## config.mk

```make
export PLATFORM = sky130hd
export DESIGN_NAME = plru_tree
export DESIGN_NICKNAME = d
export VERILOG_FILES = /design/src/rtl/cache_geom_pkg.sv /design/src/rtl/plru_tree.sv
export VERILOG_INCLUDE_DIRS = /design/src /design/src/rtl
export SDC_FILE = /design/constraint.sdc
export NUM_CORES = 1
export LEC_CHECK = 0
export ABC_AREA = 1
export ABC_CLOCK_PERIOD_IN_PS = 2100
export BUFFER_PORTS_ARGS = -buffer_cell sky130_fd_sc_hd__buf_2
export CAP_MARGIN = 25
export CORE_MARGIN = 2
export CORE_UTILIZATION = 57
export DETAILED_ROUTE_END_ITERATION = 10
export GPL_TIMING_DRIVEN = 0
export PLACE_DENSITY = 0.79
export SYNTH_ARGS = -nofsm -noshare
export SYNTH_HDL_FRONTEND = slang
export SYNTH_SLANG_ARGS = --single-unit
```

## constraint.sdc

```tcl
create_clock -name clk -period 2.1 [get_ports clk]
set_input_delay 0.42 -clock clk [delete_from_list [all_inputs] [get_ports clk]]
set_output_delay 0.42 -clock clk [all_outputs]
set_load 0.03 [all_outputs]
```

## src/rtl/dcache_settings.svh

```systemverilog
// data cache geometry settings shared by packages, RAMs and testbench
`ifndef DCACHE_SETTINGS_SVH
`define DCACHE_SETTINGS_SVH

// byte address width of the load/store unit
`define DC_ADDR_W 32

// address bits above set index and line offset
`define DC_TAG_W 23

// sets per way
`define DC_SETS 16

// bytes per cache line and per memory transfer
`define DC_LINE_BYTES 32

`endif

```

## src/rtl/cache_geom_pkg.sv

```systemverilog
// cache geometry package with address field and tag-store types
`default_nettype none

`include "dcache_settings.svh"

package cache_geom_pkg;

    localparam int ADDR_W = `DC_ADDR_W;
    localparam int SETS = `DC_SETS;
    localparam int WAYS = 4; // fixed by the 3-bit plru tree
    localparam int DIRTY_BIT = `DC_TAG_W; // msb of a tag entry

    typedef logic [`DC_TAG_W-1:0] tag_t;
    typedef logic [$clog2(`DC_SETS)-1:0] set_idx_t;
    typedef logic [$clog2(`DC_LINE_BYTES)-3:0] word_sel_t;
    typedef logic [$clog2(WAYS)-1:0] way_idx_t;

    // dirty bit on top of the stored tag
    typedef logic [`DC_TAG_W:0] tag_entry_t;

    typedef logic [2:0] plru_state_t;

endpackage

`default_nettype wire

```

## src/rtl/plru_tree.sv

```systemverilog
// per-set tree pseudo-LRU state with victim selection and hit update
`default_nettype none

module plru_tree
    import cache_geom_pkg::*;
(
    input  logic     clk,
    input  logic     rst,
    input  set_idx_t set_idx,
    input  logic     touch,
    input  way_idx_t touch_way,
    output way_idx_t victim
);

    plru_state_t trees [SETS];
    plru_state_t cur;
    plru_state_t upd;

    assign cur = trees[set_idx];

    always_comb begin
        unique case (touch_way)
            2'd0:    upd = {cur[2], 2'b00};
            2'd1:    upd = {cur[2], 2'b10};
            2'd2:    upd = {1'b0, cur[1], 1'b1};
            default: upd = {1'b1, cur[1], 1'b1};
        endcase
    end

    // bit 0 picks the half, bits 1 and 2 the way within it
    assign victim = cur[0] ? (cur[1] ? 2'd0 : 2'd1)
                           : (cur[2] ? 2'd2 : 2'd3);

    always_ff @(posedge clk) begin
        if (rst) begin
            for (int s = 0; s < SETS; s++) begin
                trees[s] <= '0;
            end
        end else if (touch) begin
            trees[set_idx] <= upd;
        end
    end

endmodule

`default_nettype wire

```

==> summary.md <==
## Hold path
* input pin to flop — worst min-delay path class
* touch_way[1] — launch point of the worst hold path

## Worst setup path
* 10 — maximum fanout along the worst path
* input pin — nature of the critical path startpoint
* input pin to output port — classification of the worst setup path
* trees[7][1] — startpoint of the worst register-to-register path
* 520 ps — register-to-register setup slack
* 1600 ps — arrival time worst endpoint
* output port — endpoint type of the worst setup path
* 1680 ps — CP required
* set_idx[0] — worst setup path startpoint

## Finish
* 892 um^2 — area of combinational cells with multiple inputs
* trees (48) — largest registers
* 9.90% — Syn-to-layout area delta
* 0 — number of inserted diodes
* 360 — post-layout instance count excluding filler cells
* 1440 um^2 — Sequential cell area
* 48 — number of flip-flops under the largest register name
* trees — register with the highest flop count
* 2700 um^2 — area of all placed cells without fillers
* 369 — number of fill cells in the layout
* 13.9% — ratio of cells with drive above 1 in the final layout
* 318 — net count of the finished layout

## Clock network
* 2 — H-Tree Depth
* 80 ps — clock slew seen by the registers of the worst setup and hold paths
* sky130_fd_sc_hd__clkbuf_8 — master cell of the clock root buffer
* 0 — hold buffer count at CTS
* 5 — number of clock buffers inserted by TritonCTS
* 2 — maximum clock path buffer count
* done — clock tree from TritonCTS
* 48 — CTS sink cnt
* 300 ps — source-to-sink clock delay at the later pin of the worst-skew pair

## Floorplanning
* 60.4% — initial standard-cell utilization of the core
* 4840 um^2 — full die area
* 11 — boundary pin count
* 4060 um^2 — Placeable Area
* 69.6 um — die width
* 23 — number of standard-cell rows in the floorplan
* 69.6 um — die span in y

## Timing
* 50.5% — max-slew headroom at the worst pin
* 0.494 GHz — Peak Freq
* 598 ps — smallest hold slack
* 5.63 ps — Worst Clk Skew
* 2020 ps — shortest period the worst path allows
* 0 — final number of hold-violating endpoints
* 737 ps — Least-Margin Pin Slew
* 0 — Pins Over Slew Limit
* 96.3% — portion of the clock cycle consumed by the worst path in the final layout
* 0 — Final setup viols

## Placement
* 9 — count of input and output buffers
* 0.879 — final RePlAce weighted congestion
* 2560 um^2 — placement-stage cell area
* 3530 um — post-detailed-placement half-perimeter wirelength
* 350 — post-placement cell count

## Synthesis
* 8.43 um^2 — Avg Synthesized Cell Area
* sky130_fd_sc_hd__edfxtp_1 59%, sky130_fd_sc_hd__nand2_1 21%, sky130_fd_sc_hd__nor2_1 10% — Area contributors post-synth
* sky130_fd_sc_hd__edfxtp_1 — Primary FF master, synth
* 291 — Post-Syn Instances
* 2450 um^2 — Synth Cell Area
* sky130_fd_sc_hd__nand2_1 — most frequently used cell type in the post-synthesis netlist
* 48 — flip-flop and latch count after synthesis
* 134 x sky130_fd_sc_hd__nand2_1, 68 x sky130_fd_sc_hd__nor2_1, 48 x sky130_fd_sc_hd__edfxtp_1 — most frequent cells after synthesis
* 58.8% — Seq/Total Area, Yosys
* 300 — net count of the mapped netlist
* 18 — Netlist cell types
* 58.8% — area fraction of the dominant cell type after synthesis
* 0 — number of warnings reported in the yosys synthesis log
* 0% — asr flop ratio synth
* 48 — number of enable-type register cells in the synthesized netlist
* sky130_fd_sc_hd__edfxtp_1 — top cell type by total area after synthesis

## Drt
* 14.5 um — final routed wire length divided by cell count
* 0 — Routed Antenna Nets
* 5210 um — drt total wl
* 1874 — via total after detailed routing
* 4 — drt first pass iters
* 227 — Iter 0 DRT Violations
* 5.21 — average vias per placed instance
* 0 — Post-route DRC

## Power and ir drop
* 27.6% — clock network fraction of total power
* 58.5% — sequential share of power
* 702 nW/um^2 — pwr/cell area
* 0.00141 W — cell-internal power
* 0.369 mV — worst-case vdd ir drop
* 25.4% — share of total power consumed by net switching
* 13.9% — Combinational Power Share
* 1.20 nW — leakage
* 0.000481 W — net switching component of the power

## GRT
* 0 — number of antenna violations at the first check in global routing
* 14 — maximum number of pins on one net before global-route repair
* 0 — GRT Residual Overflow
* 8230 um — first-pass GRT wire length
* 22.4% — total routing usage reported by global routing
* 1698 — number of global-route vias before repair

## Job
* 0 — Max-Cap Viols

## Run status
* finished, final reports clean — run status

## cell families after synthesis
logic type | synth area share, %
AO/OA/AOI/OAI | 1.02
buffers and inverters | 5.46
flip-flops | 58.8
AND/OR/NAND/NOR | 34.7
## power groups by stage
stage	sequential (W)	combinational, W	clock (W)
2_1_floorplan	0.00112	0.000175	0
3_3_place_gp	0.00113	0.000237	0
3_5_place_dp	0.00113	0.000241	0
4_1_cts	0.00111	0.000246	0.000526
5_1_grt	0.00111	0.000286	0.000572
6_report	0.00111	0.000262	0.000522
## cells in the final DEF (no fill, tap or decap)
master and count:
sky130_fd_sc_hd__clkbuf_4 2, sky130_fd_sc_hd__o21ai_1 4, sky130_fd_sc_hd__nand2_1 131, sky130_fd_sc_hd__buf_6 8, sky130_fd_sc_hd__nor2_1 67, sky130_fd_sc_hd__nor2_2 7, sky130_fd_sc_hd__inv_4 1, sky130_fd_sc_hd__nand3_1 1
sky130_fd_sc_hd__nand2_2 5, sky130_fd_sc_hd__nor2_4 1, sky130_fd_sc_hd__edfxtp_1 48, sky130_fd_sc_hd__buf_2 8, sky130_fd_sc_hd__clkbuf_1 4, sky130_fd_sc_hd__buf_4 1, sky130_fd_sc_hd__clkbuf_8 5, sky130_fd_sc_hd__nand2_4 2
sky130_fd_sc_hd__clkinv_1 3, sky130_fd_sc_hd__inv_1 6, sky130_fd_sc_hd__o21ai_0 1, sky130_fd_sc_hd__buf_8 1, sky130_fd_sc_hd__nor3_1 2, sky130_fd_sc_hd__inv_2 2
## metrics by stage
step                total power (W)  worst slack (ps)  utilization (%)  setup TNS, ps
floorplan                   0.00130              42.1                -              0
global placement            0.00136             -97.5             63.2           -101
detailed placement          0.00137              -121             63.2           -379
CTS                         0.00188              11.8             65.4              0
global route                0.00197            -0.242             66.4         -0.242
finish                      0.00189              77.7             66.4              0
## routing by layer
metal | share of wire, % | vias up | track usage [%] | routed length [um]
li1 | - | 952 | - | -
met2 | 47 | 65 | 34.9 | 2470
met5 | 0 | - | 0 | 0
met4 | 1.9 | 0 | 8.06 | 97
met3 | 7.8 | 10 | 4.22 | 405
met1 | 43 | 847 | 31.4 | 2240
## area by class of cell
cell class	instances	share of cell area, %
clock buffers	7	2.83
inverters	11	1.62
plain buffers	11	4.04
multi-input cells	221	33.1
well taps	50	2.32
clock inverters	1	0.139
flip-flops and latches	48	53.5
repair buffers	11	2.46
## critical path, cell delays in order
cell	delay, ps
sky130_fd_sc_hd__buf_6	110
sky130_fd_sc_hd__clkbuf_4	190
sky130_fd_sc_hd__nand2_1	70
sky130_fd_sc_hd__nand2_1	60
sky130_fd_sc_hd__nand2_1	50
sky130_fd_sc_hd__nand2_1	60
sky130_fd_sc_hd__nand2_1	60
sky130_fd_sc_hd__nand2_1	90
sky130_fd_sc_hd__nor2_4	150
sky130_fd_sc_hd__nand3_1	110
sky130_fd_sc_hd__nand2_2	90
sky130_fd_sc_hd__buf_6	130
## timing repair
action	in CTS	in global routing
setup endpoints to repair	2	2
gates resized for setup	4	15
gates cloned	0	1
pin swaps	0	0
setup buffers	0	1
## final timing paths
kind,end,depth (start not counted)
setup / recovery,victim[0],12
hold / removal,trees[7][1],4
setup reg to reg,trees[3][1],11
hold reg to reg,trees[4][2],10
No activity file was read; power rests on OpenSTA's default activity.
