<file path="src/rtl/dcache_settings.svh">
// data cache geometry settings shared by packages, RAMs and testbench
`ifndef DCACHE_SETTINGS_SVH
`define DCACHE_SETTINGS_SVH

// byte address width of the load/store unit
`define DC_ADDR_W 32

// address bits above set index and line offset
`define DC_TAG_W 23

// sets per way
`define DC_SETS 16

// bytes per cache line and per memory transfer
`define DC_LINE_BYTES 32

`endif

</file>
<file path="src/rtl/cache_geom_pkg.sv">
// cache geometry package with address field and tag-store types
`default_nettype none

`include "dcache_settings.svh"

package cache_geom_pkg;

    localparam int ADDR_W = `DC_ADDR_W;
    localparam int SETS = `DC_SETS;
    localparam int WAYS = 4; // fixed by the 3-bit plru tree
    localparam int DIRTY_BIT = `DC_TAG_W; // msb of a tag entry

    typedef logic [`DC_TAG_W-1:0] tag_t;
    typedef logic [$clog2(`DC_SETS)-1:0] set_idx_t;
    typedef logic [$clog2(`DC_LINE_BYTES)-3:0] word_sel_t;
    typedef logic [$clog2(WAYS)-1:0] way_idx_t;

    // dirty bit on top of the stored tag
    typedef logic [`DC_TAG_W:0] tag_entry_t;

    typedef logic [2:0] plru_state_t;

endpackage

`default_nettype wire

</file>
<file path="src/rtl/cache_line_pkg.sv">
// cache line package with the word/byte line union and line address type
`default_nettype none

`include "dcache_settings.svh"

package cache_line_pkg;

    // same 256 bits seen as words for reads or bytes for masked merges
    typedef union packed {
        logic [`DC_LINE_BYTES/4-1:0][31:0] words;
        logic [`DC_LINE_BYTES-1:0][7:0]    bytes;
    } cache_line_t;

    // byte address with the line offset dropped
    typedef logic [`DC_ADDR_W-$clog2(`DC_LINE_BYTES)-1:0] line_addr_t;

endpackage

`default_nettype wire

</file>
<file path="src/rtl/line_sram.sv">
// single-port registered-read RAM used for cache data and tag storage
`default_nettype none

`include "dcache_settings.svh"

module line_sram #(
    parameter int WIDTH = `DC_LINE_BYTES * 8,
    parameter int DEPTH = `DC_SETS
) (
    input  logic                     clk,
    input  logic [$clog2(DEPTH)-1:0] addr,
    input  logic                     we,
    input  logic [WIDTH-1:0]         din,
    output logic [WIDTH-1:0]         dout
);

    logic [WIDTH-1:0] mem [DEPTH];

    always_ff @(posedge clk) begin
        if (we) begin
            mem[addr] <= din;
            dout <= din; // write-through to the read port
        end else begin
            dout <= mem[addr];
        end
    end

endmodule

`default_nettype wire

</file>
<file path="src/rtl/cache_way.sv">
// one cache way with data RAM, tag RAM, valid bits and hit/dirty status
`default_nettype none

module cache_way
    import cache_geom_pkg::*;
    import cache_line_pkg::*;
(
    input  logic        clk,
    input  logic        rst,
    input  set_idx_t    set_idx,
    input  tag_t        req_tag,
    input  logic        data_we,
    input  logic        tag_we,
    input  logic        valid_set,
    input  cache_line_t line_in,
    input  tag_entry_t  tag_in,
    output cache_line_t line_out,
    output tag_entry_t  tag_out,
    output logic        hit,
    output logic        dirty
);

    logic [SETS-1:0] valid;
    set_idx_t set_q;
    logic valid_q;

    line_sram #(
        .WIDTH($bits(cache_line_t)),
        .DEPTH(SETS)
    ) data_ram_i (
        .clk  (clk),
        .addr (set_idx),
        .we   (data_we),
        .din  (line_in),
        .dout (line_out)
    );

    line_sram #(
        .WIDTH($bits(tag_entry_t)),
        .DEPTH(SETS)
    ) tag_ram_i (
        .clk  (clk),
        .addr (set_idx),
        .we   (tag_we),
        .din  (tag_in),
        .dout (tag_out)
    );

    always_ff @(posedge clk) begin
        if (rst) begin
            valid <= '0;
        end else if (valid_set) begin
            valid[set_idx] <= 1'b1;
        end
    end

    always_ff @(posedge clk) begin
        set_q <= set_idx; // aligns valid with RAM output
    end

    assign valid_q = valid[set_q];
    assign hit = valid_q && (tag_out[DIRTY_BIT-1:0] == req_tag);
    assign dirty = valid_q && tag_out[DIRTY_BIT];

endmodule

`default_nettype wire

</file>
<file path="config.mk">
export PLATFORM = sky130hd
export DESIGN_NAME = cache_way
export DESIGN_NICKNAME = d
export VERILOG_FILES = /design/src/rtl/cache_geom_pkg.sv /design/src/rtl/cache_line_pkg.sv /design/src/rtl/line_sram.sv /design/src/rtl/cache_way.sv
export VERILOG_INCLUDE_DIRS = /design/src /design/src/rtl
export SDC_FILE = /design/constraint.sdc
export NUM_CORES = 2
export LEC_CHECK = 0
export BUFFER_PORTS_ARGS = -buffer_cell sky130_fd_sc_hd__buf_2
export CORE_UTILIZATION = 48
export DETAILED_ROUTE_END_ITERATION = 6
export PLACE_DENSITY_LB_ADDON = 0.05
export SLEW_MARGIN = 30
export SYNTH_ARGS = -nofsm -noshare
export SYNTH_HDL_FRONTEND = slang
export SYNTH_MEMORY_MAX_BITS = 65536
export SYNTH_SLANG_ARGS = --single-unit
</file>
<file path="constraint.sdc">
create_clock -name clk -period 34.2 [get_ports clk]
set_input_delay 3.42 -clock clk [delete_from_list [all_inputs] [get_ports clk]]
set_output_delay 3.42 -clock clk [all_outputs]
set_load 0.05 [all_outputs]
</file>
==> flow_summary.yaml <==
global_routing:
  grt_use_total_pct: 23.7
  grt_pass1_wl_um: 598000
  gr-usage-met2_pct: 39.5
  grt_pass1_vias: 80009
  grt_max_degree: 141
  met1_usage_pct: 33.0
  grt_busiest_layer: "met2"
  overflow: 0
  antenna_found_initial: 143
  use_met3_pct: 4.07
sta:
  rsz0062_at_grt: "false"
  tns_ps: 0
  skew_ps: 0
  slew_violations: 0
  min_period_ps: 10850
  period_share_pct: 31.7
  finalSetupViolations: 0
  fin_ws_ps: 23350
  max_slew_margin_pct: 32.9
  fmax_ghz: 0.0921
  tightest_slew_ps: 1010
  finalHoldViolations: 0
route:
  post-route-drc-count: 0
  routed_wl_um: 421000
  via_per_inst: 6.07
  first_pass_iters: 5
  final_antenna_net_count: 0
  drt_iter0_markers: 7709
  vias: 76030
  wl_per_cell_um: 33.6
status:
  status: "finished, final reports clean"
critical_path:
  crit_path_frequent_cell: "buf_4"
  cpPeakStageDelay_ps: 890
  reg2regPathDepth: 2
  r2r_slack_ps: 33560
  r2r-end: "valid[11]"
  worstPathCellList: "buf_4 > buf_4 > buf_4 > buf_6 > buf_6 > buf_4 > mux4_2 > mux4_2 > buf_2"
  crit_fanout: 45
  worstPathRequired_ps: 30780
  slowest_stage: "dfxtp_4"
  cp_data_arrival_time_ps: 7430
  worstSetupPathType: "register to primary output"
  crit_path_start_kind: "register"
  r2r-start: "valid[11]"
  end_kind: "primary output"
floorplan:
  die_area_um2: 355000
  die_h_um: 596
  num_rows: 217
  die_w_um: 596
  initial_core_util_pct: 48.4
  pin_count: 594
  core-area_um2: 350000
synth:
  postSynthCellCount: 6589
  yosysMostFrequentCell: "edfxtp_1"
  synth_warnings: 0
  yosys-top-cells-count: "edfxtp_1 (4480), mux4_2 (1342), clkbuf_1 (145)"
  yosys.area.top_type: "edfxtp_1"
  synthFlopType: "edfxtp_1"
  netlist_top_cells_area: "edfxtp_1 (79%), mux4_2 (18%), clkbuf_1 (0.32%)"
  synth_top_area_share_pct: 79.4
  ys_seq_area_share_pct: 79.6
  synth_cell_type_count: 52
  syn_area_um2: 169000
  yosys_register_bits: 4500
  synthArstFlopShare_pct: 0
  synth_edf_count: 4480
  synth_nets: 6901
  synth_area_per_cell_um2: 25.7
place:
  post-place-ws_ps: 23450
  place.port_buffers: 593
  postPlaceCellArea_um2: 179000
  dp_hpwl_um: 220000
  placed_cells: 11627
  finalWeightedCongestion: 0.759
final_layout:
  drive_gt1_share_pct: 35.9
  design_area_um2: 194000
  final_nets: 7809
  area_growth_syn_to_layout_pct: 14.4
  stdcell_count: 12525
clock_tree:
  cts-root-buf: "clkbuf_16"
  cts_tree: "built"
  htreeDepth: 5
  clkLatencyLatePin_ps: 940
  clock_sinks: 4500
  clockBufferDepth: 4
  cts_made_buffers: 465
  post_cts_resized: 0
  clk_transition_reported_paths_ps: 60
  postCtsSetupRepairBufs: 0
  hold_buffers: 0
power:
  clkPwrFrac_pct: 42.0
  power.internal_uw: 9370
  power_leakage_uw: 0.0612
  powerDensity_nw_per_um2: 61.8
  combPwrFrac_pct: 6.2
  switching_share_pct: 21.8
  finalPower_uw: 12000
  max-vdd-ir-drop_uv: 44.8
  seq_power_share_pct: 51.8
  switching_power_uw: 2620
worst_hold_path:
  min_from: "valid[2]"
  hold_end: "valid[2]"
  hold_path_depth: 2
  hold_class: "register to register"
run:
  maxCapViolations: 0
[layout make-up]
cell class                 count  area, um2
timing repair buffer         777       4750
inverter                       9       41.3
antenna                       32       80.1
fill                       25922     156000
sequential                  4500     135000
tap                         4599       5750
clock buffer                 561      12100
multi-input combinational   1744      33100
clock inverter               303       3080
[cells in the final DEF (no fill, tap or decap), types with 7 or more instances in the layout]
cell type and instances:
and3_1 18, buf_12 23, mux4_2 1342, clkinv_8 7
xnor2_1 11, a31oi_1 15, clkbuf_16 470, mux4_1 13
a22oi_1 7, nor2_2 17, nor2_1 31, clkinv_2 100
a21oi_1 37, bufinv_16 55, buf_6 13, nor2b_1 14
nor2_4 16, dfxtp_1 16, buf_2 593, inv_1 7
clkinv_1 105, clkinvlp_4 16, edfxtp_1 4480, mux2i_1 47
inv_6 8, and2_1 7, xor2_1 10, clkbuf_1 91
nand2_1 76, a211oi_1 8, o21ai_0 11, buf_4 145
diode_2 32, o221ai_1 7, o22ai_1 9
[worst max-delay path, delay by kind of cell, from the launching register on]
family                 cells  cell delay, ps
muxes                      2            1110
DFF                        1             890
buffers and inverters      7            4260
[state kept, by name, summed over array words and instances, names as in the netlist]
register	cells
data_ram_i.mem	4096
set_q	4
valid	16
tag_ram_i.mem	384
[worst max-delay path by stage]
| stage | from | end | slack (ps) | cells after the start |
|---|---|---|---|---|
| detailed placement | set_q[0] | line_out[116] | 23450 | 9 |
| finish | set_q[0] | line_out[116] | 23350 | 9 |
| CTS | set_q[0] | line_out[116] | 22380 | 9 |
| global route | set_q[0] | line_out[116] | 22580 | 9 |
| global placement | set_q[0] | line_out[116] | 23480 | 9 |
| floorplan | set_idx[1] | data_ram_i.mem[4][0] | 18620 | 4 |
[power groups by stage]
| stage | clock [uW] | sequential, uW | combinational (uW) |
|---|---|---|---|
| after detailed placement | 0 | 6320 | 762 |
| after global routing | 5330 | 6210 | 790 |
| after global placement | 0 | 6320 | 752 |
| final | 5030 | 6210 | 749 |
| after floorplan | 0 | 6340 | 482 |
| after CTS | 5130 | 6210 | 763 |
[metrics by stage]
step / hold slack [ps] / utilization [%]
2_1_floorplan: 431 / -
3_3_place_gp: 444 / 50.9
3_5_place_dp: 459 / 51.0
4_1_cts: 475 / 55.3
5_1_grt: 492 / 55.3
6_report: 474 / 55.4
[metal layers]
layer  part of all wire, %  vias up
met5                  0.12        -
met1                    41    42073
met3                   6.1      733
li1                      -    30789
met2                    50     2357
met4                   2.4       78
[kinds of logic (layout without fill, tap and decap cells)]
logic type	after synthesis	count (layout)	share of synthesized area (%)
compound gates	112	112	0.441
xor+xnor	21	21	0.109
buf+inv	345	1650	0.918
flops	4500	4500	79.6
mux	1409	1409	18.4
other cells	0	32	0
simple gates	202	202	0.540
No activity file was read; power rests on OpenSTA's default activity.
